## src/pe_pkg.sv

```systemverilog
package pe_pkg;

    localparam int INT_BITS   = 4;
    localparam int FRAC_BITS  = 16;
    localparam int DATA_W     = INT_BITS + FRAC_BITS;
    localparam int TILE_ROWS  = 4;
    localparam int TILE_COLS  = 4;
    localparam int TILE_ELEMS = TILE_ROWS * TILE_COLS;
    localparam int ELEM_IDX_W = $clog2(TILE_ELEMS);
    localparam int FIFO_DEPTH = 16;
    localparam int FIFO_PTR_W = $clog2(FIFO_DEPTH);
    localparam int FIFO_CNT_W = $clog2(FIFO_DEPTH + 1);
    localparam int ACC_W      = 48; // room for 16 full 40-bit products.

    // signed Q4.16 value.
    typedef logic signed [DATA_W-1:0] data_t;

    typedef logic signed [ACC_W-1:0] acc_t;

    // one bit per element, k = row*4 + col.
    typedef logic [TILE_ELEMS-1:0] mask_t;

    typedef logic [ELEM_IDX_W-1:0] elem_idx_t;

    typedef logic [FIFO_PTR_W-1:0] fifo_ptr_t;

    typedef logic [FIFO_CNT_W-1:0] fifo_cnt_t;

    typedef data_t [TILE_ELEMS-1:0] tile_t;

    // one selected activation/weight pair on its way to the MAC.
    typedef struct packed {
        data_t act;
        data_t wgt;
        logic  last; // final pair of a tile.
    } pair_t;

endpackage

```

## src/tile_transposer.sv

```systemverilog
`timescale 1ns/100ps

module tile_transposer (
    input  logic          clk,
    input  logic          i_reset,
    input  logic          i_load,
    input  logic          i_mode,
    input  pe_pkg::tile_t i_in,
    input  logic          i_taken,
    output logic          o_ready,
    output logic          o_valid,
    output pe_pkg::tile_t o_tile
);

    import pe_pkg::*;

    typedef enum logic {
        EMPTY,
        FULL
    } state_t;

    state_t state;
    tile_t  tile_q;
    tile_t  tile_t_in; // transposed view of i_in.

    always_comb begin
        for (int r = 0; r < TILE_ROWS; r++) begin
            for (int c = 0; c < TILE_COLS; c++) begin
                tile_t_in[r*TILE_COLS + c] = i_in[c*TILE_ROWS + r];
            end
        end
    end

    always_ff @(posedge clk) begin
        if (i_reset) begin
            state <= EMPTY;
        end else if (state == EMPTY && i_load) begin
            state <= FULL;
        end else if (state == FULL && i_taken) begin
            state <= EMPTY;
        end
    end

    always_ff @(posedge clk) begin
        if (i_load) begin
            tile_q <= i_mode ? i_in : tile_t_in; // mode 1 passes through.
        end
    end

    assign o_ready = (state == EMPTY);
    assign o_valid = (state == FULL);
    assign o_tile  = tile_q;

    // the top level gates loads with o_ready.
    a_no_load_when_full: assert property (
        @(posedge clk) disable iff (i_reset) i_load |-> state == EMPTY);

endmodule

```

## src/sparsity_packer.sv

```systemverilog
`timescale 1ns/100ps

module sparsity_packer (
    input  logic          clk,
    input  logic          i_reset,
    input  logic          i_valid,
    input  pe_pkg::tile_t i_tile,
    input  pe_pkg::tile_t i_w,
    input  pe_pkg::mask_t i_in_mask,
    input  pe_pkg::mask_t i_w_mask,
    input  logic          i_full,
    output logic          o_taken,
    output logic          o_push,
    output pe_pkg::pair_t o_pair
);

    import pe_pkg::*;

    typedef enum logic {
        IDLE,
        SEND
    } state_t;

    state_t    state;
    tile_t     act_q;
    tile_t     wgt_q;
    mask_t     remaining; // combined mask bits not yet sent.
    mask_t     rest;
    elem_idx_t sel_idx;

    // lowest set bit of the remaining mask.
    always_comb begin
        sel_idx = '0;
        for (int k = TILE_ELEMS - 1; k >= 0; k--) begin
            if (remaining[k]) begin
                sel_idx = elem_idx_t'(k);
            end
        end
    end

    assign rest    = remaining & (remaining - 1'b1); // drops the lowest set bit.
    assign o_taken = (state == IDLE) && i_valid;
    assign o_push  = (state == SEND) && !i_full;

    always_comb begin
        o_pair.act = '0;
        o_pair.wgt = '0;
        if (remaining != '0) begin
            o_pair.act = act_q[sel_idx];
            o_pair.wgt = wgt_q[sel_idx];
        end
        // an empty combined mask still sends one zero pair with last set.
        o_pair.last = (rest == '0);
    end

    always_ff @(posedge clk) begin
        if (i_reset) begin
            state     <= IDLE;
            remaining <= '0;
        end else begin
            case (state)
                IDLE: begin
                    if (o_taken) begin
                        state     <= SEND;
                        remaining <= i_in_mask & i_w_mask;
                    end
                end
                SEND: begin
                    if (o_push) begin
                        remaining <= rest;
                        if (o_pair.last) begin
                            state <= IDLE;
                        end
                    end
                end
                default: state <= IDLE;
            endcase
        end
    end

    always_ff @(posedge clk) begin
        if (o_taken) begin
            act_q <= i_tile;
            wgt_q <= i_w;
        end
    end

    // the tile stage keeps its tile until the packer takes it.
    a_valid_held_until_taken: assert property (
        @(posedge clk) disable iff (i_reset)
        i_valid && !o_taken |=> i_valid && $stable(i_tile));

endmodule

```

## src/pair_fifo.sv

```systemverilog
`timescale 1ns/100ps

module pair_fifo (
    input  logic          clk,
    input  logic          i_reset,
    input  logic          i_push,
    input  pe_pkg::pair_t i_pair,
    input  logic          i_pop,
    output pe_pkg::pair_t o_pair,
    output logic          o_empty,
    output logic          o_full
);

    import pe_pkg::*;

    pair_t     mem [FIFO_DEPTH];
    fifo_ptr_t wr_ptr;
    fifo_ptr_t rd_ptr;
    fifo_cnt_t count;
    logic      do_push;
    logic      do_pop;

    assign o_empty = (count == '0);
    assign o_full  = (count == fifo_cnt_t'(FIFO_DEPTH));
    assign do_push = i_push && !o_full;
    assign do_pop  = i_pop && !o_empty;

    assign o_pair = mem[rd_ptr]; // head is visible before the pop.

    always_ff @(posedge clk) begin
        if (do_push) begin
            mem[wr_ptr] <= i_pair;
        end
    end

    always_ff @(posedge clk) begin
        if (i_reset) begin
            wr_ptr <= '0;
            rd_ptr <= '0;
            count  <= '0;
        end else begin
            if (do_push) begin
                wr_ptr <= wr_ptr + 1'b1; // depth is a power of two.
            end
            if (do_pop) begin
                rd_ptr <= rd_ptr + 1'b1;
            end
            case ({do_push, do_pop})
                2'b10:   count <= count + 1'b1;
                2'b01:   count <= count - 1'b1;
                default: count <= count;
            endcase
        end
    end

    a_no_overflow: assert property (
        @(posedge clk) disable iff (i_reset) i_push |-> !o_full);

    a_no_underflow: assert property (
        @(posedge clk) disable iff (i_reset) i_pop |-> !o_empty);

endmodule

```

## src/mac_accumulator.sv

```systemverilog
`timescale 1ns/100ps

module mac_accumulator (
    input  logic          clk,
    input  logic          i_reset,
    input  logic          i_empty,
    input  pe_pkg::pair_t i_pair,
    output logic          o_pop,
    output logic          o_result_valid,
    output pe_pkg::data_t o_result
);

    import pe_pkg::*;

    acc_t acc;
    acc_t product;
    acc_t sum;
    acc_t scaled;

    assign o_pop = !i_empty; // drain one pair per cycle.

    always_comb begin
        product = i_pair.act * i_pair.wgt; // full Q8.32 product, sign extended.
        sum     = acc + product;
        scaled  = sum >>> FRAC_BITS;
    end

    always_ff @(posedge clk) begin
        if (i_reset) begin
            acc            <= '0;
            o_result_valid <= 1'b0;
        end else begin
            o_result_valid <= 1'b0;
            if (o_pop) begin
                if (i_pair.last) begin
                    acc            <= '0;
                    o_result_valid <= 1'b1;
                end else begin
                    acc <= sum;
                end
            end
        end
    end

    // back to Q4.16, upper bits are dropped.
    always_ff @(posedge clk) begin
        if (o_pop && i_pair.last) begin
            o_result <= scaled[DATA_W-1:0];
        end
    end

endmodule

```

## src/pe.sv

```systemverilog
`timescale 1ns/100ps

module pe (
    input  logic          clk,
    input  logic          i_reset,
    input  logic          i_input_ready,
    input  logic          i_mode,
    input  pe_pkg::tile_t i_in,
    input  pe_pkg::tile_t i_w,
    input  pe_pkg::mask_t i_in_mask,
    input  pe_pkg::mask_t i_w_mask,
    output logic          o_ready,
    output logic          o_result_valid,
    output pe_pkg::data_t o_result
);

    import pe_pkg::*;

    logic  accept;
    logic  tile_valid;
    logic  tile_taken;
    tile_t tile;
    tile_t w_q;
    mask_t in_mask_q;
    mask_t w_mask_q;
    logic  push;
    pair_t push_pair;
    logic  pop;
    pair_t pop_pair;
    logic  fifo_empty;
    logic  fifo_full;

    assign accept = i_input_ready && o_ready; // strobes while busy are dropped.

    // weights and masks sit beside the tile stage, never transposed.
    always_ff @(posedge clk) begin
        if (accept) begin
            w_q       <= i_w;
            in_mask_q <= i_in_mask;
            w_mask_q  <= i_w_mask;
        end
    end

    tile_transposer u_tile_transposer (
        .clk(clk), .i_reset(i_reset), .i_load(accept), .i_mode(i_mode), .i_in(i_in),
        .i_taken(tile_taken), .o_ready(o_ready), .o_valid(tile_valid), .o_tile(tile)
    );

    sparsity_packer u_sparsity_packer (
        .clk(clk), .i_reset(i_reset), .i_valid(tile_valid), .i_tile(tile), .i_w(w_q),
        .i_in_mask(in_mask_q), .i_w_mask(w_mask_q), .i_full(fifo_full),
        .o_taken(tile_taken), .o_push(push), .o_pair(push_pair)
    );

    pair_fifo u_pair_fifo (
        .clk(clk), .i_reset(i_reset), .i_push(push), .i_pair(push_pair), .i_pop(pop),
        .o_pair(pop_pair), .o_empty(fifo_empty), .o_full(fifo_full)
    );

    mac_accumulator u_mac_accumulator (
        .clk(clk), .i_reset(i_reset), .i_empty(fifo_empty), .i_pair(pop_pair),
        .o_pop(pop), .o_result_valid(o_result_valid), .o_result(o_result)
    );

endmodule

```

## config.mk

```make
export PLATFORM = sky130hd
export DESIGN_NAME = pe
export DESIGN_NICKNAME = d
export VERILOG_FILES = /design/src/pe_pkg.sv /design/src/tile_transposer.sv /design/src/sparsity_packer.sv /design/src/pair_fifo.sv /design/src/mac_accumulator.sv /design/src/pe.sv
export SDC_FILE = /design/constraint.sdc
export NUM_CORES = 2
export LEC_CHECK = 0
export BUFFER_PORTS_ARGS = -buffer_cell sky130_fd_sc_hd__buf_2
export CAP_MARGIN = 20
export CELL_PAD_IN_SITES_DETAIL_PLACEMENT = 0
export CELL_PAD_IN_SITES_GLOBAL_PLACEMENT = 2
export CORE_ASPECT_RATIO = 1.25
export CORE_MARGIN = 5
export CORE_UTILIZATION = 48
export CTS_CLUSTER_DIAMETER = 80
export DETAILED_ROUTE_END_ITERATION = 8
export PLACE_DENSITY_LB_ADDON = 0.1
export RECOVER_POWER = 100
export SLEW_MARGIN = 20
export SYNTH_ARGS = -nofsm -noshare
export SYNTH_HDL_FRONTEND = slang
export SYNTH_HIERARCHICAL = 1
export SYNTH_SLANG_ARGS = --single-unit
```

## constraint.sdc

```tcl
create_clock -name clk -period 45.8 [get_ports clk]
set_clock_uncertainty 0.05 [all_clocks]
set_input_delay 2.29 -clock clk [delete_from_list [all_inputs] [get_ports clk]]
set_output_delay 2.29 -clock clk [all_outputs]
set_load 0.03 [all_outputs]
```

Word level (Yosys, flattened, before mapping)
Memory sizes are Yosys's and may differ from the RTL's. A register that Yosys moved wholly into a read port is not among the register bits. Index checks and enable logic that the tools add are counted.

Register bits after elaboration: 1412. Memory bits (writable): 656. Input port bits: 676. Output and inout bits: 22. Logic and storage cells: 147. Memories kept: 1.

Add/subtract/negate cells: 6. $mul: 1. $lt $le $gt $ge: 1. Equal/unequal tests: 5. Multiplexer cells: 38. Bitwise logic cells: 4. Reductions and logical operators: 16.

Memory list: u_pair_fifo.mem (depth 16, bits a word 41, rd ports 1, clocked after Yosys merged registers in 1, write ports 1, line pair_fifo.sv:16) `pair_t mem [FIFO_DEPTH];`.

Operator list (number): $mux W300 (1); $bmux W20 S4 (2); $mux W4 (18); $add A48 B48 Y48 (1); $mux W48 (1); $mul A20 B20 Y40 (1); $mux W20 (2); $mux W40 (1); $and A16 B16 Y16 (2); $mux W16 (2); $pmux W16 S2 (1); $logic_not A16 Y1 (1); $reduce_bool A16 Y1 (1); $sub A16 B1 Y16 const B (1); $pmux W5 S2 (1); $add A4 B1 Y4 const B (2); $mux W1 (8); $logic_and A1 B1 Y1 (7); $add A5 B1 Y5 const B (1); $eq A5 B5 Y1 const B (1); $logic_not A5 Y1 (1); $lt A4 B5 Y1 const B (1); $sub A5 B1 Y5 const B (1); $reduce_bool A2 Y1 (2); other kinds (9) (11).

Longest topological paths before layout
Word-level depth: 19. Depth in mapped cells: 33. Gate-level depth less buffers: 28.

Cells and area by module
The synthesis kept the hierarchy.

By module, submodules not included: sparsity_packer (times used 1, cells each 1787, area an instance 26050.0 um^2, seq. area each 19558.8 um^2); pair_fifo (times used 1, cells each 1128, area an instance 25473.2 um^2, seq. area each 20039.2 um^2); mac_accumulator (times used 1, cells each 1948, area an instance 17682.0 um^2, seq. area each 1341.3 um^2); tile_transposer (times used 1, cells each 591, area an instance 13569.3 um^2, seq. area each 9629.2 um^2); pe (times used 1, cells each 353, area an instance 10576.4 um^2, seq. area each 10570.1 um^2).

Worst setup path before layout
No wires, ideal clock.

Path type: register -> register. Start: register u_sparsity_packer.state. End: register u_sparsity_packer.remaining[5]. Library setup time: 0.121 ns. Arrival: 20.049 ns. Required time: 45.629 ns. Setup slack: 25.580 ns. Cell stages (with the launch flop): 7. Cells stage by stage: dfxtp_1 > clkbuf_1 > nor2b_1 > clkbuf_1 > clkbuf_1 > a32oi_1 > nor2_1.

Cells in the longest elaborated chain, start to end: 4. Elaborated cells on any way between the ends: 7. Those cells by class: eq/ne (2); mux (1); bitwise (1); reduce/logical (3).

RTL lines: start, declared (line sparsity_packer.sv:24) `state_t state;`; start signal, assigned (line sparsity_packer.sv:58) `state <= IDLE;`; start signal, assigned (line sparsity_packer.sv:64) `state <= SEND;`; start signal, assigned (line sparsity_packer.sv:72) `state <= IDLE;`; $not A1 Y1 (line sparsity_packer.sv:42) `assign o_taken = (state == IDLE) && i_valid;`; $logic_and A1 B1 Y1 (line sparsity_packer.sv:42); via tile_taken (line pe.sv:21) `logic tile_taken;`; $ne A2 B2 Y1 (no source line); $reduce_and A2 Y1 (no source line); end signal, assigned (line sparsity_packer.sv:65) `remaining <= i_in_mask & i_w_mask;`; end signal, assigned (line sparsity_packer.sv:70) `remaining <= rest;`; end, declared (line sparsity_packer.sv:27) `mask_t remaining;`.

The timed path passes the listed nets, and every way through them passes these cells. A chain may end at the register's enable or synchronous reset.

==> results.py <==
metrics = {
    "final_layout": {
        "area_delta_synth_final_pct": 12.18,
        "nets": 7713,
        "n_fill_cell": 16040,
        "drive_gt1_frac": 0.1568,
        "finish.instance_area_um2": 104700,
    },
    "clock_tree": {
        "htreeDepth": 4,
        "ctsResizeCount": 0,
        "postCtsSetupRepairBufs": 0,
        "cts_made_buffers": 193,
        "cts_hold_buf": 0,
        "path_clk_slew_ps": 70,
        "clock_latency_ps": 870,
        "cts_buffer_depth": 3,
        "cts_tree": "built",
        "cts_root_buffer": "clkbuf_16",
        "cts.sinks": 2060,
    },
    "synthesis": {
        "synth.most_common_cell": "edfxtp_1",
        "synth_compound_area_frac": 0.05237,
        "ys_seq_area_frac": 0.6549,
        "netlist_instances": 5807,
        "synth_area_leaders": "edfxtp_1 64%, fa_1 9.1%, mux4_2 4.0%, mux2_4 3.2%, inv_1 2.4%",
        "yosys.area.top_type_share": 0.6395,
        "avgSynthCellArea_um2": 16.08,
        "synth.distinct_cells": 88,
        "synth_top_area_cell": "edfxtp_1",
        "ys_top_cells_by_count": "1988 x edfxtp_1, 600 x inv_1, 493 x nand2_1",
        "synth_top_family_by_area": "adder cells",
        "synth_edf_count": 1988,
        "synthFlopType": "edfxtp_1",
        "synth_mux_area_frac": 0.07952,
        "mappedNetlistArea_um2": 93350,
        "yosysWarnings": 6,
        "yosys.area_share.xor_xnor": 0.005723,
        "syn-num-nets": 7033,
        "synth-simple-area-share": 0.05775,
        "ys_ff_latch": 2060,
        "synth-adder-area-share": 0.1078,
        "synth_async_sr_flop_share": 0,
    },
    "flow_run": {
        "cap_violations": 48,
    },
    "worst_setup_path": {
        "reg2reg_slack_ps": 29840,
        "path_class": "reg -> reg",
        "cp_data_required_time_ps": 46440,
        "r2r-end": "u_mac_accumulator/acc[34]",
        "worstPathArrival_ps": 16610,
        "worst-path-max-fanout": 82,
        "critPathMostFrequentCell": "fa_1",
        "r2r_cells": 26,
        "crit_slowest_cell": "clkbuf_1",
        "startpoint_type": "register",
        "slowest_delay_ps": 4910,
        "critPathCaptureType": "register",
    },
    "drt": {
        "wire_per_inst_um": 27.95,
        "drcViolationCount": 0,
        "vias": 51440,
        "vias_per_cell": 5.561,
        "dr.pass1.iters": 7,
        "routed_wl_mm": 258.6,
        "drtIter0Drc": 4612,
        "ant_nets": 0,
    },
    "floorplan": {
        "die_w_um": 404.4,
        "die_area_um2": 203500,
        "dieHeight_um": 503.1,
        "core_area_um2": 194100,
        "row_count": 181,
        "ios": 698,
        "start_util": 0.4810,
    },
    "timing": {
        "setup_violations": 0,
        "fmax_ghz": 0.06264,
        "post-route-period-util": 0.3486,
        "relSlewSlack": -3.922,
        "slew_viol_final": 2571,
        "setup_tns_ps": 0,
        "min_period_ps": 15960,
        "hold_violations": 0,
        "rsz0062_at_grt": "no",
        "worst_pin_slew_ps": 7383,
    },
    "placement": {
        "gp_congestion": 0.8135,
        "place_area_um2": 99530,
        "dp_hpwl_mm": 179.4,
        "io_buffers": 697,
    },
    "global_route": {
        "grt_overflow_total": 0,
        "grt_pass1_wl_mm": 369.3,
        "antenna_found_initial": 112,
        "grt_pass1_vias": 53210,
        "grtUsageTotal": 0.2525,
        "grt_start_max_net_pins": 139,
    },
    "worst_hold_path": {
        "whs_path_depth": 0,
        "worstHoldEndpoint": "u_sparsity_packer/act_q[44]",
        "min_path_type": "reg -> reg",
        "min_from": "u_tile_transposer/o_tile[44]",
    },
    "outcome": {
        "violations": "max-capacitance violations, max-slew violations",
        "status": "finished with violations",
    },
}
-- through the flow --
stage | std cells | hold slack, ps | util | setup WS (ps)
after floorplan | 5807 | 350.3 | - | 25580
after global placement | 8853 | 350.4 | 0.5128 | 35800
after detailed placement | 8853 | 354.5 | 0.5128 | 35830
after CTS | 9211 | 334.2 | 0.5462 | 35810
after global routing | 9238 | 346.4 | 0.5394 | 28030
final | 9250 | 333.2 | 0.5396 | 29840
-- kinds of logic (layout without fill, tap and decap cells) --
group / count (synthesis) / count (layout)
buffers and inverters: 919 / 1762
multiplexers: 431 / 431
AO/OA/AOI/OAI: 684 / 684
AND/OR/NAND/NOR: 1101 / 1101
flip-flops: 2060 / 2060
other: 0 / 38
adder cells (fa/ha/maj): 551 / 551
XOR/XNOR: 61 / 61
-- layer usage --
metal / vias to the layer above / global-route usage / part of all wire
li1: 22590 / - / -
met1: 26580 / 0.3256 / 0.39
met2: 1796 / 0.4460 / 0.52
met3: 442 / 0.04007 / 0.061
met4: 32 / 0.07131 / 0.030
met5: - / 0 / 0.00088
-- final cells by class --
cell class,instances,area [um2],area share
flip-flops and latches,2060,61140,0.5839
multi-input cells,2828,27730,0.2648
clock buffers,237,4995,0.04770
repair buffers,804,3816,0.03644
well taps,2562,3206,0.03061
inverters,600,2252,0.02151
clock inverters,121,1488,0.01421
diodes,38,95.09,0.0009081
-- worst max-delay path by stage --
stage / to / slack, ps / cells past startpoint
6_report: u_mac_accumulator/acc[34] / 29840 / 26
5_1_grt: u_mac_accumulator/acc[34] / 28030 / 28
4_1_cts: u_mac_accumulator/o_result[17] / 35810 / 28
3_5_place_dp: u_mac_accumulator/o_result[17] / 35830 / 28
3_3_place_gp: u_mac_accumulator/o_result[17] / 35800 / 26
2_1_floorplan: u_sparsity_packer/remaining[5] / 25580 / 6
-- registers in the layout, indices dropped and copies added (netlist names), named ones only --
register,flops
u_pair_fifo/mem,656
u_sparsity_packer/act_q,320
u_sparsity_packer/wgt_q,320
u_tile_transposer/o_tile,320
w_q,320
u_mac_accumulator/acc,36
u_mac_accumulator/o_result,20
in_mask_q,16
u_sparsity_packer/remaining,16
w_mask_q,16
u_pair_fifo/count,5
u_pair_fifo/rd_ptr,4
u_pair_fifo/wr_ptr,4
u_mac_accumulator/o_result_valid,1
u_sparsity_packer/state,1
u_tile_transposer/o_valid,1
-- critical path: cells and delay by family (launching register included) --
kind | cells | cell delay [ps]
flip-flops | 1 | 2140
AND/OR/NAND/NOR | 4 | 1550
adder cells (fa/ha/maj) | 8 | 3960
AO/OA/AOI/OAI | 7 | 1780
buffers and inverters | 5 | 5100
XOR/XNOR | 1 | 110
multiplexers | 1 | 940
-- placed cells by master (no fill, tap or decap), types with 42 or more instances in the layout --
cell,instances
dfxtp_1,71
xnor2_1,46
clkbuf_16,193
clkbuf_1,350
buf_2,438
clkinv_1,42
edfxtp_1,1988
inv_1,600
ha_1,127
nor2_1,88
mux2_1,210
a22oi_1,122
mux4_2,164
and3_1,133
and2_1,180
a21oi_1,113
buf_4,58
nand2_1,491
a31oi_1,62
o21ai_0,58
fa_1,423
nand3_1,63
a211oi_1,151
Power is not shown: default switching activity piles up to over one toggle a cycle in this logic, so the estimate is an artifact.
